===== config.mk =====
export PLATFORM = sky130hd
export DESIGN_NAME = regFile
export DESIGN_NICKNAME = d
export VERILOG_FILES = /design/src/regFile/regFile.sv
export SDC_FILE = /design/constraint.sdc
export NUM_CORES = 1
export LEC_CHECK = 0
export ABC_AREA = 0
export BUFFER_PORTS_ARGS = -buffer_cell sky130_fd_sc_hd__buf_4
export CORE_AREA = 2 2 217 219
export CTS_CLUSTER_SIZE = 14
export DETAILED_ROUTE_END_ITERATION = 8
export DIE_AREA = 0 0 219 221
export PLACE_DENSITY = 0.75
export SYNTH_ARGS = -nofsm -noshare
export SYNTH_HDL_FRONTEND = slang
export SYNTH_SLANG_ARGS = --single-unit

===== constraint.sdc =====
create_clock -name clock -period 2.7 [get_ports clock]
set_clock_uncertainty 0.2 [all_clocks]
set_input_delay 0.675 -clock clock [delete_from_list [all_inputs] [get_ports clock]]
set_output_delay 0.675 -clock clock [all_outputs]
set_load 0.01 [all_outputs]

===== src/regFile/regFile.sv =====
module regFile #(
	parameter int dataWidth = 32,
	parameter int numRegs = 16
) (
	input logic clock,
	input logic rstN,
	input logic [numRegs-1:0] regIn,
	input logic [dataWidth-1:0] busData,
	output logic [numRegs-1:0][dataWidth-1:0] regData
);

	// Every register watches the bus and loads on its own strobe.
	// Several strobes may be high together and take the same word.
	always_ff @(posedge clock) begin
		if (!rstN) begin
			regData <= '0;
		end else begin
			for (int i = 0; i < numRegs; i++) begin
				if (regIn[i]) begin
					regData[i] <= busData;
				end
			end
		end
	end

endmodule


After elaboration in Yosys (flattened, before gate mapping)
Index checks and enable logic that the tools add are counted.
{"block": "word_totals", "out_inout_bits": 512, "in_bits": 50, "wordCells": 16, "reg_bits": 512}

Depth between registers and ports, before layout
{"block": "logic_depth", "depth_word": 0, "depth_mapped": 4, "mapped_depth_nobuf": 2}

Worst setup path before layout
No wires, ideal clock.
{"block": "synth_path", "kind": "input to register", "start": "input rstN", "end": "register regData[320] (netlist bit)", "path_buffers": 3, "stages": 4, "setup_ps": 114, "path_slack_ps": 1185, "arrival_ps": 1201, "required_time_ps": 2386, "cell_sequence": "buf_6 > buf_12 > buf_6 > and2b_1"}
{"element": "start, declared", "line": "6", "source": "input logic rstN,"}
{"element": "end signal, assigned by index", "line": "20", "source": "regData[i] <= busData;"}
{"element": "end, declared", "line": "9", "source": "output logic [numRegs-1:0][dataWidth-1:0] regData"}
No word-level cell between the ends.

Worst setup path in the final report
{"block": "layout_path", "start": "register regData[445] (netlist bit)", "end": "output regData[445] (netlist bit)"}
No word-level cell between the ends.

==> results.py <==
metrics = {
    "outcome": {
        "status": "completed",
    },
    "cells_and_area": {
        "n_antenna_cell": 0,
        "reg_top3": "regData (512)",
        "final_nets": 2214,
        "top_register": "regData",
        "drive_gt1_share_pct": 29.9,
        "area_growth_pct": 26.7,
        "final_cells": 2813,
        "fill_cells": 4003,
        "largest_reg_flops": 512,
    },
    "sta": {
        "setup_viol": 0,
        "hold_viol": 0,
        "finalCritPeriodShare_pct": 73.3,
        "tightestPinTransition_ps": 730,
        "maxSlewViolCount": 0,
        "totalNegativeSetupSlack_ps": 0,
        "relSlewSlack_pct": 51.3,
        "grt_setup_unrepaired": "false",
        "hold-worst-slack_ps": 231,
        "max_freq_mhz": 506,
        "fin_crit_ps": 1980,
    },
    "die": {
        "core-area_um2": 46100,
        "die_width_um": 219,
        "die_y_um": 221,
        "die_area_um2": 48400,
        "ioPinCount": 562,
        "rows": 79,
        "start_util_pct": 43.6,
    },
    "min_path": {
        "hold_class": "in -> reg",
        "worstHoldStart": "rstN",
    },
    "setup_path": {
        "critical_path_class": "reg -> out",
        "cp_slowest_cell": "dfxtp_1",
        "cp_top_family": "flip-flops",
        "r2r_start": "regData[448]",
        "end_kind": "output pin",
        "path_cells": "buf_4",
        "path_buf_inv": 1,
        "rr_worst_depth": 2,
        "critical_path_arrival_ps": 1100,
        "r2r_setup_slack_ps": 1770,
        "crit_start": "regData[445]",
        "crit_path_end": "regData[445]",
        "worst_path_largest_cell_delay_ps": 360,
        "timing.rr.end": "regData[448]",
        "crit_path_start_kind": "register",
        "cp_data_required_time_ps": 1820,
        "worst-path-stages": 1,
        "critPathMaxFanout": 2,
    },
    "cts": {
        "cts_buffer_depth": 3,
        "cts_hold_buffers": 0,
        "path_clk_slew_ps": 60,
        "clk_latency_ps": 580,
        "h-tree-depth": 2,
        "cts.sinks": 512,
        "post_cts_buffers": 0,
        "ctsResizeCount": 0,
        "root_buffer": "clkbuf_16",
        "numCtsBuffers": 52,
        "cts_tree": "built",
    },
    "place": {
        "place_inst": 2717,
        "dpl.hpwl_mm": 40.3,
        "place.gp.congestion": 0.782,
        "port_buffers": 561,
    },
    "run": {
        "max-cap-violations": 0,
    },
    "synth": {
        "synth_area_leaders": "dfxtp_1, mux2i_1, nor2b_1",
        "async_flop_share_pct": 0,
        "ys_types": 11,
        "ys_top_cells_by_count": "dfxtp_1, mux2i_1, nor2b_1",
        "synth_fp_nets": 1739,
        "yosysSeqAreaShare_pct": 51.1,
        "syn-cell-area_um2": 20100,
        "syn_area_per_cell_um2": 11.9,
        "synthFlopType": "dfxtp_1",
        "synthCells": 1689,
        "synth-seq-cells": 512,
        "synth_largest_area_cell": "dfxtp_1",
        "synth_top_area_share_pct": 51.1,
        "yosysWarningCount": 0,
        "synth-edff-count": 0,
    },
    "route": {
        "vias_per_cell": 4.87,
        "vias": 13700,
        "post_drt_wl_per_cell_um": 21.2,
        "wl_met2_mm": 27.0,
        "dr.pass1.iters": 5,
        "routed_wl_mm": 59.7,
        "drt_iter0_markers": 790,
        "drc": 0,
        "route.met3.wl_mm": 5.33,
        "antenna_left": 0,
        "top_layer": "met4",
        "met1_length_mm": 25.5,
    },
    "power_and_ir_drop": {
        "sw_frac_of_total_pct": 25.3,
        "p_clk_share_pct": 40.1,
        "p_comb_share_pct": 13.5,
        "ir_drop_v": 0.000590,
        "p_leak_uw": 0.0120,
        "p_total_uw": 17800,
        "p_int_uw": 13300,
        "powerDensity_nw_per_um2": 702,
        "p_seq_share_pct": 46.4,
        "switchingPower_uw": 4500,
    },
    "grt": {
        "grtUsageTotal_pct": 23.9,
        "antenna_found_initial": 1,
        "grt_max_degree": 157,
        "grt_pass1_wl_mm": 88.0,
        "grt_pass1_vias": 13800,
        "gr-total-overflow": 0,
    },
}
## how the worst min path moves through the flow
stage | endpoint | slack (ps) | cells after the start
3_3_place_gp | regData[174] | 300 | 2
5_1_grt | regData[501] | 210 | 2
6_report | regData[433] | 230 | 2
3_5_place_dp | regData[487] | 300 | 2
4_1_cts | regData[501] | 190 | 2
2_1_floorplan | regData[0] | 340 | 2
## kinds of logic (layout without fill, tap and decap cells)
logic type	Yosys count	in the layout	share of synthesized area, %
mux	512	512	25.5
flops	512	512	51.1
simple gates	512	512	16.0
buf+inv	153	670	7.38
## power by group through the flow
stage / Sequential (uW) / Clock [uW] / Combinational [uW]
final: 8270 / 7160 / 2410
after global routing: 8320 / 7620 / 2560
after CTS: 8270 / 7310 / 2420
after detailed placement: 8420 / 0 / 2420
after global placement: 8410 / 0 / 2380
after floorplan: 8600 / 0 / 1190
## placed cells by master, fill, tap and decap left out, drive strengths merged
master	instances
nor2b	507
inv	1
clkbuf	74
mux2i	512
bufinv	3
dfxtp	512
buf	574
clkinv	17
and2b	5
clkinvlp	1
## final cells by class
type | count | area [um^2] | area share, %
clock buffer | 74 | 1510 | 5.92
clock inverter | 22 | 198 | 0.778
sequential | 512 | 10200 | 40.3
tap | 607 | 759 | 2.99
timing repair buffer | 574 | 4380 | 17.2
multi-input combinational | 1024 | 8330 | 32.8
## metrics by stage
stage	utilization [%]	cell area [um^2]	setup WS [ps]
after detailed placement	51.5	23700	697
after CTS	55.2	25400	684
after global routing	55.2	25400	670
after global placement	51.5	23700	754
final	55.2	25400	722
after floorplan	-	20100	1180
## routing by layer
layer	up-vias	global-route usage [%]
met3	112	7.81
li1	6482	-
met2	500	38.0
met1	6599	30.4
met5	-	0
met4	0	8.11
No activity file was read; power rests on OpenSTA's default activity.
