**src/common/dataPathPkg.sv**
```systemverilog
package dataPathPkg;

	// default sizes, the top level passes these down as module parameters
	localparam int dataWidth = 32; // one word
	localparam int numRegs = 16;

	// ALU operation codes
	localparam int opWidth = 5;

	localparam logic [opWidth-1:0] opAdd = 5'b00011;
	localparam logic [opWidth-1:0] opSub = 5'b00100;
	localparam logic [opWidth-1:0] opShr = 5'b00101; // logical
	localparam logic [opWidth-1:0] opShl = 5'b00110;
	localparam logic [opWidth-1:0] opRor = 5'b00111;
	localparam logic [opWidth-1:0] opRol = 5'b01000;
	localparam logic [opWidth-1:0] opAnd = 5'b01001;
	localparam logic [opWidth-1:0] opMul = 5'b01010; // signed, full 64-bit product
	localparam logic [opWidth-1:0] opOr = 5'b01011;
	localparam logic [opWidth-1:0] opNeg = 5'b01100;
	localparam logic [opWidth-1:0] opNot = 5'b01101;

	// Bus source index.
	// Values 0 to numRegs-1 select a general register directly, the special
	// registers follow in the order below, and srcNone puts zero on the bus.
	localparam int srcWidth = 5;

	localparam logic [srcWidth-1:0] srcHi = 5'd16;
	localparam logic [srcWidth-1:0] srcLo = 5'd17;
	localparam logic [srcWidth-1:0] srcZHigh = 5'd18;
	localparam logic [srcWidth-1:0] srcZLow = 5'd19;
	localparam logic [srcWidth-1:0] srcPc = 5'd20;
	localparam logic [srcWidth-1:0] srcMdr = 5'd21;
	localparam logic [srcWidth-1:0] srcInPort = 5'd22;
	localparam logic [srcWidth-1:0] srcY = 5'd23;
	localparam logic [srcWidth-1:0] srcNone = 5'd24; // nothing drives, bus reads 0

endpackage

```
**src/busMux.sv**
```systemverilog
module busMux #(
	parameter int dataWidth = 32,
	parameter int numRegs = 16
) (
	input logic [numRegs-1:0] regOut,
	input logic hiOut,
	input logic loOut,
	input logic zHighOut,
	input logic zLowOut,
	input logic pcOut,
	input logic mdrOut,
	input logic inPortOut,
	input logic yOut,
	input logic [numRegs-1:0][dataWidth-1:0] regData,
	input logic [dataWidth-1:0] hiData,
	input logic [dataWidth-1:0] loData,
	input logic [2*dataWidth-1:0] zData,
	input logic [dataWidth-1:0] pcData,
	input logic [dataWidth-1:0] mdrData,
	input logic [dataWidth-1:0] inPortValue,
	input logic [dataWidth-1:0] yData,
	output logic [dataWidth-1:0] busData
);

	localparam int idxWidth = $clog2(numRegs);

	logic [dataPathPkg::srcWidth-1:0] src; // winning source index

	// scan from the highest index down so the lowest strobe ends up in src
	always_comb begin
		src = dataPathPkg::srcNone;
		if (yOut) src = dataPathPkg::srcY;
		if (inPortOut) src = dataPathPkg::srcInPort;
		if (mdrOut) src = dataPathPkg::srcMdr;
		if (pcOut) src = dataPathPkg::srcPc;
		if (zLowOut) src = dataPathPkg::srcZLow;
		if (zHighOut) src = dataPathPkg::srcZHigh;
		if (loOut) src = dataPathPkg::srcLo;
		if (hiOut) src = dataPathPkg::srcHi;
		for (int i = numRegs - 1; i >= 0; i--) begin
			if (regOut[i]) src = dataPathPkg::srcWidth'(i);
		end
	end

	always_comb begin
		case (src)
			dataPathPkg::srcHi: busData = hiData;
			dataPathPkg::srcLo: busData = loData;
			dataPathPkg::srcZHigh: busData = zData[2*dataWidth-1:dataWidth];
			dataPathPkg::srcZLow: busData = zData[dataWidth-1:0];
			dataPathPkg::srcPc: busData = pcData;
			dataPathPkg::srcMdr: busData = mdrData;
			dataPathPkg::srcInPort: busData = inPortValue;
			dataPathPkg::srcY: busData = yData;
			dataPathPkg::srcNone: busData = '0;
			default: busData = regData[src[idxWidth-1:0]]; // general register
		endcase
	end

endmodule

```
**config.mk**
```make
export PLATFORM = sky130hd
export DESIGN_NAME = busMux
export DESIGN_NICKNAME = d
export VERILOG_FILES = /design/src/common/dataPathPkg.sv /design/src/busMux.sv
export SDC_FILE = /design/constraint.sdc
export NUM_CORES = 1
export LEC_CHECK = 0
export BUFFER_PORTS_ARGS = -buffer_cell sky130_fd_sc_hd__buf_2
export CORE_AREA = 2 2 325 327
export DETAILED_ROUTE_END_ITERATION = 12
export DIE_AREA = 0 0 327 329
export PLACE_DENSITY_LB_ADDON = 0.25
export SLEW_MARGIN = 20
export SYNTH_ARGS = -nofsm -noshare
export SYNTH_HDL_FRONTEND = slang
export SYNTH_SLANG_ARGS = --single-unit
```
**constraint.sdc**
```tcl
create_clock -name vclk -period 7.61
set_clock_uncertainty 0.05 [all_clocks]
set_input_delay 1.522 -clock vclk [all_inputs]
set_output_delay 1.522 -clock vclk [all_outputs]
set_load 0.005 [all_outputs]
```
## Word-level counts from Yosys, hierarchy flattened

Cells that the tools add are included.

| word-level totals | value |
|---|---|
| flip-flop bits (word level) | 0 |
| bits in latches | 0 |
| bits in writable memories | 0 |
| ROM bits | 0 |
| input bits | 792 |
| output and inout port bits | 32 |
| word-level logic and storage cells | 37 |
| memories | 0 |

| cells by class | value |
|---|---|
| add/sub/neg operators | 0 |
| $mul | 0 |
| divide/modulo/power cells | 0 |
| magnitude comparators | 1 |
| equal/unequal tests | 9 |
| shift-type cells | 0 |
| mux-type cells | 27 |
| bitwise logic cells | 0 |
| reduce and logical (&&, ||, !) cells | 0 |

Operator list:

| kind | count |
|---|---|
| $pmux W32 S9 | 1 |
| $bmux W32 S4 | 1 |
| $mux W5 | 23 |
| $eq A5 B5 Y1 const B | 9 |
| $mux W32 | 1 |
| $lt A4 B5 Y1 const B | 1 |
| $mux W4 | 1 |

## Depth between registers and ports, before layout

| logic depth | value |
|---|---|
| word-level depth | 27 |
| mapped depth | 11 |
| depth with buffers taken out | 8 |

## Worst setup path before layout

OpenSTA, ideal clock, no wires.

| timing path | value |
|---|---|
| path kind | in2out |
| start point | in regOut[13] |
| end point | out busData[20] |
| data arrival time | 3772 ps |
| required time | 6038 ps |
| path slack | 2266 ps |
| stages on the path | 10 |
| path buffers | 2 |
| path through | or4_1 o221ai_1 a21oi_1 o31a_1 buf_2 and2_4 buf_6 a222oi_1 a21oi_1 o31a_1 |

| on the way | value |
|---|---|
| longest elaborated chain between the ends | 17 |
| elaborated cells on any way between the ends | 26 |
| classes of those cells | eq/ne: 9; mux: 17 |

Ends and longest elaborated chain:

| element | RTL line | source |
|---|---|---|
| start: declaration | busMux.sv:5 | `input logic [numRegs-1:0] regOut,` |
| $mux W5 (*) (14 in series) | busMux.sv:41 | `if (regOut[i]) src = dataPathPkg::srcWidth'(i);` |
| $bmux W32 S4 | busMux.sv:56 | `default: busData = regData[src[idxWidth-1:0]];` |
| $mux W32 (not written as such) | busMux.sv:56 |  |
| $pmux W32 S9 (*) | busMux.sv:46 | `case (src)` |
| end: declaration | busMux.sv:22 | `output logic [dataWidth-1:0] busData` |

Every way passes the cells marked *; elsewhere a longest branch is shown, timed or not. The select of a mux whose other input is x is not followed.

## Worst setup path after layout

| timing path | value |
|---|---|
| start point | in regOut[6] |
| end point | out busData[22] |

| on the way | value |
|---|---|
| longest elaborated chain between the ends | 10 |
| elaborated cells on any way between the ends | 19 |
| classes of those cells | eq/ne: 9; mux: 10 |

Ends and longest elaborated chain:

| element | RTL line |
|---|---|
| $mux W5 (*) (7 in series) | busMux.sv:41 |
| $bmux W32 S4 | busMux.sv:56 |
| $mux W32 (not written as such) | busMux.sv:56 |
| $pmux W32 S9 (*) | busMux.sv:46 |

Marks and branches as above.

==> results.cfg <==
[clock_network]
cts_resized = 0
holdBufCountCts = 0
cts_setup_buffers = 0

[grt]
grt_pass1_wl_um = 123000
grtUsageTotal_pct = 16.7
grt_pass1_vias = 13700
grt_max_degree = 66
grt.overflow.total = 0
antenna_found_initial = 61

[place]
dp_hpwl_um = 82600
post-place-cells = 3183
gp_congestion = 0.904
io_buffers = 824
place_area_mm2 = 0.0127

[sta]
tightest_slew_ns = 1.09
rsz0062_at_grt = false
hold_viol_final = 0
slew_headroom_pct = 27.2
setup_viol = 0
layout_min_cycle_time_ns = 6.97
setup-tns-final_ns = 0
maxSlewViolCount = 0
fin_crit_sh_pct = 91.5
hold_slack_ns = 3.41
fmax_mhz = 144

[yosys]
yosys.area_share.adder_pct = 0
synth_top_family_by_area = compound AO/OA/AOI/OAI gates
yosys.area.top_type = nand3_1
netlist_area_mm2 = 0.00650
ys_types = 52
avgSynthCellArea_um2 = 6.25
synth_nets = 1832
syn_inst = 1040
synthSimpleGateAreaFrac_pct = 37.6
synth_top_area_share_pct = 22.6
synth-compound-area-share_pct = 49.0
synth_mux_area_share_pct = 3.39
synth-warning-count = 0
ys_seq_area_share_pct = 0
synth_xor_area_share_pct = 0
ys_top_cells_by_area = nand3_1 23%, a31oi_1 7.3%, a222oi_1 6.3%, clkbuf_1 5.8%, nand4_1 5.2%

[floorplanning]
rows = 119
die_area_mm2 = 0.108
top_level_ports = 824
start_util_pct = 6.23
die_h_um = 329
core-area_mm2 = 0.104
dieWidth_um = 327

[route]
dr.max_layer_used = met5
viasPerCell = 4.29
drc = 0
wl_met3_um = 6090
ant_nets = 0
drt_iter0_drc = 1397
vias = 13700
avgRoutedWirePerCell_um = 30.1
wl_met1_um = 40500
wl_met2_um = 47000
wl_um = 96300
first_pass_iters = 8

[power]
p_per_area_mw_per_mm2 = 56.5
ir_drop_uv = 23.2
leakagePower_nw = 5.41

[hold_path]
min_path_type = input pin to output port

[status]
status = complete, no violations

[critical_path]
worst_ep_arrival_time_ns = 5.39
path_class = input pin to output port
endpoint_kind = output port
crit_fanout = 13
worstPathRequired_ns = 6.04
start_kind = input pin

[cells_and_area]
register_area_um2 = 0
layout.cells.non_filler = 3197
drive_gt1_share_pct = 52.5
areaGrowthSynthToFinish_pct = 95.2
final_util_pct = 12.2
nNetsFinal = 2586
clock_buffers = 0
n_fill_cell = 12400
design_area_mm2 = 0.0127
final_cell_mix = 824 x buf_2, 294 x nand3_1, 75 x a31oi_1, 64 x buf_4, 54 x nand4_1
design.seq.count = 0
final_common_cell = buf_2

[flow_run]
drv_cap = 0
[stage by stage]
stage,setup slack [ns],power (mW)
after floorplan,2.27,0.252
after global placement,0.594,0.725
after detailed placement,0.727,0.723
after CTS,0.698,0.725
after global routing,0.543,0.764
final,0.645,0.717
[worst paths after layout]
| check | start | end | cells after the start |
|---|---|---|---|
| setup / recovery | regOut[6] | busData[22] | 11 |
| hold / removal | yData[16] | busData[16] | 4 |
[Yosys cell counts (11+ instances only)]
master / n
nand3_1: 294
clkbuf_1: 100
a31oi_1: 76
nand4_1: 54
a222oi_1: 41
a21oi_1: 39
nand2_1: 38
a41oi_1: 34
a221oi_1: 29
nor3_1: 28
buf_1: 24
buf_2: 24
a221o_1: 23
a22oi_1: 22
mux2i_1: 22
a32o_1: 21
nor2_1: 16
o211ai_1: 15
a22o_1: 12
a311oi_1: 11
o31a_1: 11
[logic make-up after synthesis]
logic type | count (synthesis)
buffers and inverters | 160
AND/OR/NAND/NOR | 470
AO/OA/AOI/OAI | 388
multiplexers | 22
[final cells by class]
class	count	area [um^2]	share of cell area, %
Tap cell	1391	1740	13.7
Multi-Input combinational cell	880	5980	47.1
Inverter	9	33.8	0.266
Timing Repair Buffer	903	4900	38.6
Antenna cell	14	35.0	0.276
[power by group]
group | switching (mW) | leakage, nW | total (mW) | internal, mW
Sequential | 0 | 0 | 0 | 0
Combinational | 0.427 | 5.41 | 0.717 | 0.290
Clock | 0 | 0.0000873 | 0.0000000149 | 0.0000000148
[per-layer routing]
| metal | GRT usage, % | vias to the layer above |
|---|---|---|
| met5 | 0 | - |
| met4 | 3.45 | 26 |
| met3 | 2.32 | 168 |
| met2 | 29.6 | 883 |
| met1 | 21.3 | 6680 |
| li1 | - | 5957 |
[worst max-delay path, stage by stage]
cell      delay [ns]
buf_2           0.14
nor4_2          0.81
nor2_1          0.20
a21o_2          0.25
or3_1           0.43
nor3_2          0.81
buf_4           0.35
a222oi_1        0.19
buf_4           0.25
a22oi_1         0.25
buf_2           0.18
Power figures use the tool's default switching activity.
