[config.mk]
export PLATFORM = sky130hd
export DESIGN_NAME = specialRegs
export DESIGN_NICKNAME = d
export VERILOG_FILES = /design/src/specialRegs.sv
export SDC_FILE = /design/constraint.sdc
export NUM_CORES = 1
export LEC_CHECK = 0
export ABC_AREA = 1
export BUFFER_PORTS_ARGS = -buffer_cell sky130_fd_sc_hd__buf_2
export CAP_MARGIN = 20
export CORE_AREA = 4 4 164 166
export DETAILED_ROUTE_END_ITERATION = 7
export DIE_AREA = 0 0 168 170
export GPL_TIMING_DRIVEN = 1
export HOLD_SLACK_MARGIN = 0.12
export PLACE_DENSITY = 0.77
export SETUP_SLACK_MARGIN = 0.15
export SKIP_LAST_GASP = 1
export SYNTH_ARGS = -nofsm -noshare
export SYNTH_HDL_FRONTEND = slang
export SYNTH_SLANG_ARGS = --single-unit
[constraint.sdc]
create_clock -name clock -period 1.6 [get_ports clock]
set_input_delay 0.32 -clock clock [delete_from_list [all_inputs] [get_ports clock]]
set_output_delay 0.32 -clock clock [all_outputs]
set_load 0.05 [all_outputs]
[src/specialRegs.sv]
module specialRegs #(
	parameter int dataWidth = 32
) (
	input logic clock,
	input logic rstN,
	input logic read, // MDR takes memory data instead of the bus
	input logic hiIn,
	input logic loIn,
	input logic zIn,
	input logic pcIn,
	input logic mdrIn,
	input logic yIn,
	input logic inPortIn,
	input logic [dataWidth-1:0] busData,
	input logic [dataWidth-1:0] mDataIn,
	input logic [dataWidth-1:0] inPortData,
	input logic [2*dataWidth-1:0] aluResult,
	output logic [dataWidth-1:0] hiData,
	output logic [dataWidth-1:0] loData,
	output logic [2*dataWidth-1:0] zData,
	output logic [dataWidth-1:0] pcData,
	output logic [dataWidth-1:0] mdrData,
	output logic [dataWidth-1:0] inPortValue,
	output logic [dataWidth-1:0] yData
);

	logic [dataWidth-1:0] mdrNext;

	assign mdrNext = read ? mDataIn : busData;

	always_ff @(posedge clock) begin
		if (!rstN) begin
			hiData <= '0;
			loData <= '0;
			zData <= '0;
			pcData <= '0;
			mdrData <= '0;
			inPortValue <= '0;
			yData <= '0;
		end else begin
			if (hiIn) hiData <= busData;
			if (loIn) loData <= busData;
			if (zIn) zData <= aluResult; // both halves in one go
			if (pcIn) pcData <= busData;
			if (mdrIn) mdrData <= mdrNext;
			if (yIn) yData <= busData; // operand A for the next ALU cycle

			// the input port samples the outside pins, never the bus
			if (inPortIn) inPortValue <= inPortData;
		end
	end

endmodule

# Yosys cells after proc, flatten, opt, wreduce, memory -nomap -nowiden
# Index checks and enable logic that the tools add are counted.
[op_classes]
n_mux = 1
[ops]
columns = ["op", "count"]
rows = [
  ["2-to-1 mux 32 bit", 1],
]
[totals]
ff_bits = 256
in_bits = 170

# Longest topological paths before layout
# Gate-level depths: netlist (run 1).
[logic_depth]
ltp_word = 1
depth_mapped = 7
ltp_nobuf = 5

# Worst setup path after synthesis (run 1)
# OpenSTA, ideal clock, no wires.
[synth_timing]
path_kind = "input to register"
from = "input mdrIn"
to = "register mdrData[10]"
arrival_ps = 842
path_slack_ps = 649
stages = 6
n_path_buf = 2
cell_sequence = "buf_4 > buf_2 > nor2_1 > nor2_1 > nand2_1 > inv_1"
[synth_lines]
columns = ["element", "line_no", "source"]
rows = [
  ["start: declaration", "11", "input logic mdrIn,"],
  ["end signal: assignment", "45", "if (mdrIn) mdrData <= mdrNext;"],
  ["end: declaration", "22", "output logic [dataWidth-1:0] mdrData,"],
]

# Worst setup path in the final report (run 1)
[layout_timing]
from = "register zData[22]"
to = "output zData[22]"
[layout_lines]
columns = ["element", "line_no", "source"]
rows = [
  ["start: declaration", "20", "output logic [2*dataWidth-1:0] zData,"],
  ["start signal: assignment", "43", "if (zIn) zData <= aluResult;"],
]
# No word-level cell between the ends.

==> reports/results.md, run 1 <==
| Group | Item | This run |
|:---|:---|:---|
| status | Status | finished, final reports clean |
| global route | Aggregate global routing overflow | 0 |
| layout | Fraction of layout instances using a drive strength above 1 | 28.0% |
| cts | Number of buffers on the longest clock path | 3 |
| cts | H-Tree Level Count | 1 |
| synthesis | Synth Instances | 1245 |
| floorplan | Die Outline Area | 0.0286 sq mm |
| global route | Antenna violations before repair | 2 |
| drt | DRC violations left | 0 |
| worst hold path | Cell depth of the worst min-delay path | 5 |
| synthesis | Synthesized area divided by synthesized cell count | 7.56 sq um |
| synthesis | Synthesis-stage register bit count | 256 |
| cts | Number of buffers inserted to repair setup after CTS | 0 |
| global route | Global router's overall resource usage | 24.9% |
| sta | Slew @ Worst Pin | 0.575 ns |
| setup path | Startpoint of the worst-slack reg-to-reg timing path | zData[16] |
| cts | Total number of clock tree sinks | 256 |
| floorplan | Die Span X | 168 um |
| setup path | Crit path kind | register to output port |
| global route | First-pass GRT wire length | 57700 um |
| drt | Post-DR wirelength/cell | 18.3 um |
| setup path | List of cells traversed by the critical path | buf_6 |
| global route | Maximum number of pins on one net before global-route repair | 99 |
| layout | Utilization after layout | 58.7% |
| worst hold path | Hold Path Sink | mdrData[25] |
| cts | Clock transition at the register clock pins on the worst setup and hold paths after CTS | 0.07 ns |
| setup path | Worst Setup End Kind | output port |
| layout | Area growth syn-to-layout | 59.8% |
| setup path | Required time reported for the critical path endpoint | 1.28 ns |
| layout | Fin nets | 1963 |
| cts | Number of buffers created by CTS | 27 |
| setup path | Data arrival time of the critical path | 1.12 ns |
| cts | Clock latency on the worst-skew pair | 0.54 ns |
| setup path | Slowest stage cell, crit path | dfxtp_1 |
| sta | Setup TNS | 0 ns |
| setup path | Minimum setup slack among reg-to-reg paths | 0.79 ns |
| drt | Total Wirelength | 39500 um |
| cts | Master cell of the clock root buffer | clkbuf_16 |
| worst hold path | Source of the worst hold timing path | mDataIn[25] |
| setup path | CP peak stage delay | 0.40 ns |
| layout | Filler cells | 2028 |
| floorplan | Die span in y | 170 um |
| sta | Final-report setup violation count | 0 |
| power and ir drop | Cell Pwr Density | 1180 mW/mm^2 |
| global route | Via count of the first global-routing pass | 10700 |
| drt | Vias | 10900 |
| synthesis | Count of unique library cells instantiated by Yosys | 15 |
| sta | Worst slew margin relative to its limit | 61.7% |
| floorplan | Rows | 59 |
| sta | Maximum clock rate | 693 MHz |
| synthesis | Sequential share of the synthesized area | 54.4% |
| setup path | Top cell family by delay on the critical path | flip-flops |
| sta | Final worst slack | 0.156 ns |
| setup path | Path length in cells of the critical path | 1 |
| synthesis | Syn Nets | 1415 |
| drt | Via-to-Cell Ratio | 5.05 |
| place | # port buffers | 425 |
| place | Placer's final routability congestion estimate | 0.848 |
| drt | Length of the first detailed-routing pass in iterations | 5 |
| sta | RSZ-0062 raised after global routing | false |
| floorplan | IO Pins | 426 |
| worst hold path | Worst min-delay path category | input pin to register |
| sta | Final count of pins violating max slew | 0 |
| sta | Final Critical Period | 1.44 ns |
| sta | Final cycle utilization of the critical path | 90.2% |
| place | HPWL after DPL | 23100 um |
| setup path | Number of cells on the worst reg-to-reg path | 2 |
| synthesis | Ys Warns | 0 |
| cts | TritonCTS clock tree | yes |
| floorplan | Initial core utilization | 36.8% |
| setup path | Biggest fanout along the worst timing path | 2 |
| drt | Routed Antenna Nets | 0 |
| place | Worst-case setup slack after placement | 0.172 ns |
| drt | Count of routing violations after the opening detailed-route iteration | 841 |
| setup path | CP Launch Type | register |
| job | Maximum Capacitance Violations | 0 |
| power and ir drop | Static Leakage | 7.35 nW |
| sta | Maximum clock skew at final layout | 0 ns |
| setup path | Worst reg2reg endpoint | zData[16] |
| floorplan | Core box area | 0.0256 sq mm |
| sta | Hold Fails Final Rpt | 0 |
| power and ir drop | Worst-case vdd ir drop | 0.000905 V |
| synthesis | Mapped cell area | 0.00941 sq mm |
| setup path | Buf+Inv Stages, Crit Path | 1 |
| setup path | Launching instance or port of the critical path | zData[22] |
==> final cells by class <==
type	count	area (sq um)	share of cell area (%)
sequential	256	5140	34.2
tap	335	419	2.79
inverter	40	155	1.03
timing repair buffer	604	4840	32.2
multi-input combinational	864	3560	23.7
clock buffer	37	763	5.07
antenna	3	7.51	0.0499
clock inverter	13	153	1.01
==> power breakdown <==
part           switching (W)  total [W]  internal, W
Clock                0.00272    0.00644      0.00371
Sequential          0.000284    0.00711      0.00683
Combinational        0.00276    0.00413      0.00136
==> what timing repair did <==
| action | in CTS | in global routing |
|---|---|---|
| cloned | 0 | 2 |
| hold buffers | 153 | 0 |
| resized for setup | 238 | 106 |
| endpoints found under the setup margin | 227 | 121 |
| hold endpoints to repair | 211 | 0 |
==> routing by layer <==
metal / vias to the layer above / part of all wire [%] / routed length (um) / GRT usage, %
met2: 703 / 47 / 18700 / 42.6
met4: 0 / 6.1 / 2410 / 13.8
met5: - / 0 / 0 / 0
met1: 4977 / 37 / 14400 / 28.6
met3: 172 / 9.9 / 3930 / 6.09
li1: 5016 / - / - / -
==> flip-flops by register name, indices dropped and copies added, names as in the netlist <==
register,flops
zData,64
hiData,32
inPortValue,32
loData,32
mdrData,32
pcData,32
yData,32
==> cells in the mapped netlist <==
master / count / share of area, %
buf_12: 1 / 0.21
inv_2: 2 / 0.080
buf_6: 18 / 2.2
clkbuf_1: 6 / 0.24
nor2_1: 512 / 20
o21ai_1: 47 / 2.5
o21ai_0: 177 / 9.4
nand2_1: 96 / 3.8
nand3_1: 32 / 1.7
clkbuf_2: 15 / 0.80
buf_2: 34 / 1.8
inv_4: 1 / 0.066
inv_1: 37 / 1.5
buf_4: 11 / 0.88
dfxtp_1: 256 / 54
==> cells in the final DEF (no fill, tap or decap), drive strengths merged <==
cell type and count:
buf 435, bufinv 2, clkbuf 53, clkinv 3, clkinvlp 3, dfxtp 256, diode 3, dlygate4sd3 153
inv 45, nand2 96, nand3 32, nor2 512, o21ai 224
==> logic make-up after synthesis <==
kind of cell | share of synthesized area [%]
AOI/OAI and AO/OA | 11.9
and+or+nand+nor | 25.9
buffers and inverters | 7.71
DFF | 54.4
==> metrics by stage <==
stage | area (sq um) | total power, W | hold slack [ns] | cells
2_1_floorplan | 9410 | 0.00958 | 0.455 | 1245
3_3_place_gp | 11600 | 0.0105 | 0.460 | 1944
3_5_place_dp | 11600 | 0.0106 | 0.470 | 1944
4_1_cts | 14700 | 0.0175 | 0.123 | 2147
5_1_grt | 15000 | 0.0183 | 0.142 | 2151
6_report | 15000 | 0.0177 | 0.138 | 2152
==> worst max path at each step <==
stage / slack, ns / to
2_1_floorplan: 0.65 / mdrData[10]
3_3_place_gp: 0.21 / mdrData[28]
3_5_place_dp: 0.17 / mdrData[14]
4_1_cts: 0.08 / zData[63]
5_1_grt: 0.13 / hiData[2]
6_report: 0.16 / zData[22]
Note: power is estimated with default switching activity, not from simulation.
==> run 2: changes to the inputs <==
Settings changed: ABC_AREA 1 to default, CORE_AREA 4 4 164 166 to 4 4 163 165, DIE_AREA 0 0 168 170 to 0 0 167 169, PLACE_DENSITY 0.77 to 0.8, SKIP_LAST_GASP 1 to default.
==> run 2 against run 1 <==
Net effect:
- clock-buffer cell count is 2 higher
- maximum frequency is 0.66% lower
- synthesized cell count is 30% lower
- combinational power is 7.5% lower
- area after synthesis is 5.6% higher
- clock power is 3.6% higher
- global-route usage is 1.7 points lower
- sequential share of layout area is 1.0 points lower
- core utilization is 3.1 points higher
- clock skew stayed put
- worst hold slack hardly changed
- critical path depth stayed put
- critical path type unchanged
- critical endpoint is now zData[1]
==> reports/results.md, run 2 <==
| Group | Item | This run | Change |
|:---|:---|:---|:---|
| floorplan | Rows | 58 | -1.7% |
| worst hold path | Worst min-delay path category | input pin to register |  |
| synthesis | Primary flip-flop cell chosen by synthesis mapping | dfxtp_1 |  |
| global route | Aggregate global routing overflow | 0 | unchanged |
| global route | Global router's overall resource usage | 23.2% | -1.7 points |
| synthesis | Synth Instances | 866 | -30% |
| global route | Via count of the first global-routing pass | 9311 | -13% |
| synthesis | Synthesis-stage register bit count | 256 | unchanged |
| synthesis | Sequential share of the synthesized area | 51.5% | -2.9 points |
| synthesis | Post-synthesis xor/xnor area fraction | 0% | unchanged |
| power and ir drop | Post-layout power | 0.0175 W | -0.94% |
| job | Maximum Capacitance Violations | 0 | unchanged |
| drt | Vias | 8681 | -20% |
| layout | Number of flip-flops in the largest register | 64 | unchanged |
| sta | Final-report setup violation count | 0 | unchanged |
| synthesis | Synthesized-area fraction occupied by ao, oa, aoi and oai cells | 3.22% | -8.7 points |
| sta | Slew @ Worst Pin | 0.271 ns | -0.304 ns |
| cts | Clock latency on the worst-skew pair | 0.52 ns | -0.02 ns |
| global route | Met1 Resource Use GR | 25.4% | -3.2 points |
| drt | Count of routing violations after the opening detailed-route iteration | 450 | -46% |
| sta | Maximum clock rate | 688 MHz | -0.66% |
| drt | DRC violations left | 0 | unchanged |
| setup path | Top cell family by delay on the critical path | flip-flops |  |
| floorplan | Initial core utilization | 39.7% | +3.0 points |
| status | Status | finished, final reports clean |  |
| synthesis | Area fraction in and, or, nand and nor cells after synthesis | 14.1% | -12 points |
| layout | Area of all placed cells without fillers | 0.0155 sq mm | +2.9% |
| cts | Master cell of the clock root buffer | clkbuf_16 |  |
| synthesis | Area share of fa/ha/maj cells after synthesis | 0% | unchanged |
| place | HPWL after DPL | 20600 um | -11% |
| global route | Antenna violations before repair | 2 | unchanged |
| synthesis | Largest cells by area after synthesis | dfxtp_1 52%, mux2i_1 26%, nor2b_1 14%, buf_6 1.8%, a21oi_1 1.6% |  |
| place | Worst-case setup slack after placement | 0.315 ns | +0.143 ns |
| synthesis | Synthesized area divided by synthesized cell count | 11.5 sq um | +52% |
| setup path | Required time reported for the critical path endpoint | 1.28 ns | about the same |
| synthesis | Portion of synthesized cell area occupied by the leading cell type | 51.5% | -2.9 points |
| cts | Clock transition at the register clock pins on the worst setup and hold paths after CTS | 0.06 ns | about the same |
| layout | Most used cells in the layout excluding fill and tap cells | 256 x mux2i_1, 251 x dfxtp_1, 224 x nor2b_1, 207 x buf_4, 167 x buf_2 |  |
| sta | Setup TNS | 0 ns | unchanged |
| drt | Routed Antenna Nets | 0 | unchanged |
| global route | Most used routing layer in global routing | met2 |  |
| synthesis | Ys Warns | 0 | unchanged |
| global route | Global-route met2 utilization | 42.0% | -0.62 points |
| synthesis | Count of flip-flops with a built-in enable after synthesis | 0 | unchanged |
| cts | Number of buffers on the longest clock path | 3 | unchanged |
| sta | Final count of pins violating max slew | 0 | unchanged |
| synthesis | Count of unique library cells instantiated by Yosys | 11 | -4 |
| setup path | Biggest fanout along the worst timing path | 2 | unchanged |
| synthesis | Dominant combinational cell family by area after synthesis | multiplexers |  |
| sta | Final Critical Period | 1.45 ns | +0.00953 ns |
| place | # port buffers | 425 | unchanged |
| drt | Post-DR wirelength/cell | 20.1 um | +9.6% |
| layout | Largest register by flop count | zData |  |
| power and ir drop | Static Leakage | 7.37 nW | +0.36% |
| floorplan | IO Pins | 426 | unchanged |
| sta | Final worst slack | 0.147 ns | -0.00953 ns |
| global route | First-pass GRT wire length | 53200 um | -7.8% |
| sta | RSZ-0062 raised after global routing | true |  |
| sta | Hold Fails Final Rpt | 0 | unchanged |
| synthesis | Mux contribution to synthesized area | 25.8% | +26 points |
| synthesis | Mapped cell area | 0.00994 sq mm | +5.6% |
| layout | Area growth syn-to-layout | 55.6% |  |
| floorplan | Die Span X | 167 um | -0.60% |
| setup path | Data arrival time of the critical path | 1.13 ns | about the same |
| place | Cell area after placement | 0.0122 sq mm | +5.2% |
| setup path | Slowest stage cell, crit path | dfxtp_1 |  |
| global route | Maximum number of pins on one net before global-route repair | 93 | -6.1% |
| cts | TritonCTS clock tree | yes |  |
| global route | Global routing met3 resource utilization | 6.14% | +0.056 points |
| power and ir drop | Cell Pwr Density | 1130 mW/mm^2 | -3.7% |
| drt | Length of the first detailed-routing pass in iterations | 7 | +2 |
| setup path | CP Launch Type | register |  |
| drt | Via-to-Cell Ratio | 4.92 | -2.7% |
| synthesis | Syn Nets | 1036 | -27% |
| drt | Total Wirelength | 35500 um | -10% |
| power and ir drop | Worst-case vdd ir drop | 0.000806 V | -11% |
| layout | Fin nets | 1584 | -19% |
| setup path | Worst Setup End Kind | output port |  |
| floorplan | Die span in y | 169 um | -0.59% |
| floorplan | Core box area | 0.0250 sq mm | -2.3% |
| cts | H-Tree Level Count | 1 | unchanged |
| setup path | List of cells traversed by the critical path | buf_4 |  |
| place | Placer's final routability congestion estimate | 0.812 | -4.2% |
| layout | Utilization after layout | 61.8% | +3.1 points |
| setup path | Buf+Inv Stages, Crit Path | 1 | unchanged |
| floorplan | Die Outline Area | 0.0282 sq mm | -1.2% |
| sta | Final cycle utilization of the critical path | 90.8% | +0.60 points |
| synthesis | Leading area contributor after synthesis | dfxtp_1 |  |
| layout | Fraction of layout instances using a drive strength above 1 | 34.4% | +6.4 points |
| synthesis | Async set-or-reset flop fraction in the synthesized netlist | 0% | unchanged |
| sta | Maximum clock skew at final layout | 0 ns | unchanged |
| setup path | Crit path kind | register to output port |  |
| cts | Number of buffers created by CTS | 28 | +3.7% |
| setup path | CP peak stage delay | 0.39 ns | about the same |
| sta | Worst slew margin relative to its limit | 81.4% | +20 points |
| synthesis | Commonest cells in the netlist | 256 x dfxtp_1, 256 x mux2i_1, 224 x nor2b_1, 32 x a21oi_1, 32 x o21ai_0 |  |
| cts | Total number of clock tree sinks | 256 | unchanged |
| layout | Most common cell after layout, fill and taps aside | mux2i_1 |  |
[run 2: changes by cell type in the layout (fill, tap and decap cells not counted), sizes merged, moves of 2 or more]
cell         change
a21oi           +32
buf              +2
clkbuf          -10
clkinv           +5
clkinvlp         -3
dlygate4sd3     -10
inv             -45
mux2i          +256
nand2           -96
nand3           -32
nor2           -512
nor2b          +224
o21ai          -192
[run 2: logic make-up after synthesis]
family,after synthesis
compound gates,64
buf+inv,66
flops,256
simple gates,224
mux,256
[run 2: final cells by class]
cell class / count / area, sq um
sequential: 256 / 5130
timing repair buffer: 584 / 4670
tap: 330 / 413
clock inverter: 11 / 134
antenna: 2 / 5.00
fill: 1757 / 9560
clock buffer: 39 / 833
multi-input combinational: 544 / 4280
[run 2: report_power, final]
part / leakage [nW] / internal [W] / switching, W / total (W)
Combinational: 4.77 / 0.00145 / 0.00237 / 0.00382
Sequential: 2.12 / 0.00678 / 0.000254 / 0.00703
Clock: 0.485 / 0.00409 / 0.00257 / 0.00667
[run 2: what timing repair did]
item / in CTS / in global routing
hold endpoints to repair: 165 / 0
cloned: 0 / 0
gates resized for setup: 248 / 68
hold buffers: 143 / 0
setup endpoints to repair: 247 / 58
buffers inserted: 0 / 0
[run 2: metrics by stage]
step	hold slack, ns	cells
CTS	0.121	1764
detailed placement	0.495	1571
floorplan	0.489	866
global route	0.141	1766
finish	0.138	1766
global placement	0.490	1571
[run 2: routing by layer]
layer / vias to the layer above / wire length, um / part of all wire, %
met2: 456 / 17600 / 50
met1: 4092 / 13000 / 37
met5: - / 0 / 0
met3: 128 / 2910 / 8.2
li1: 4005 / - / -
met4: 0 / 2050 / 5.8
[run 2: path summary, 6_finish.rpt]
path,startpoint,end,slack [ns],depth (start not counted)
worst max register to register,inPortValue[26],inPortValue[26],0.77,2
worst max-delay path,zData[1],zData[1],0.15,1
worst min register to register,pcData[2],pcData[2],0.51,2
worst min-delay path,busData[26],loData[26],0.14,3
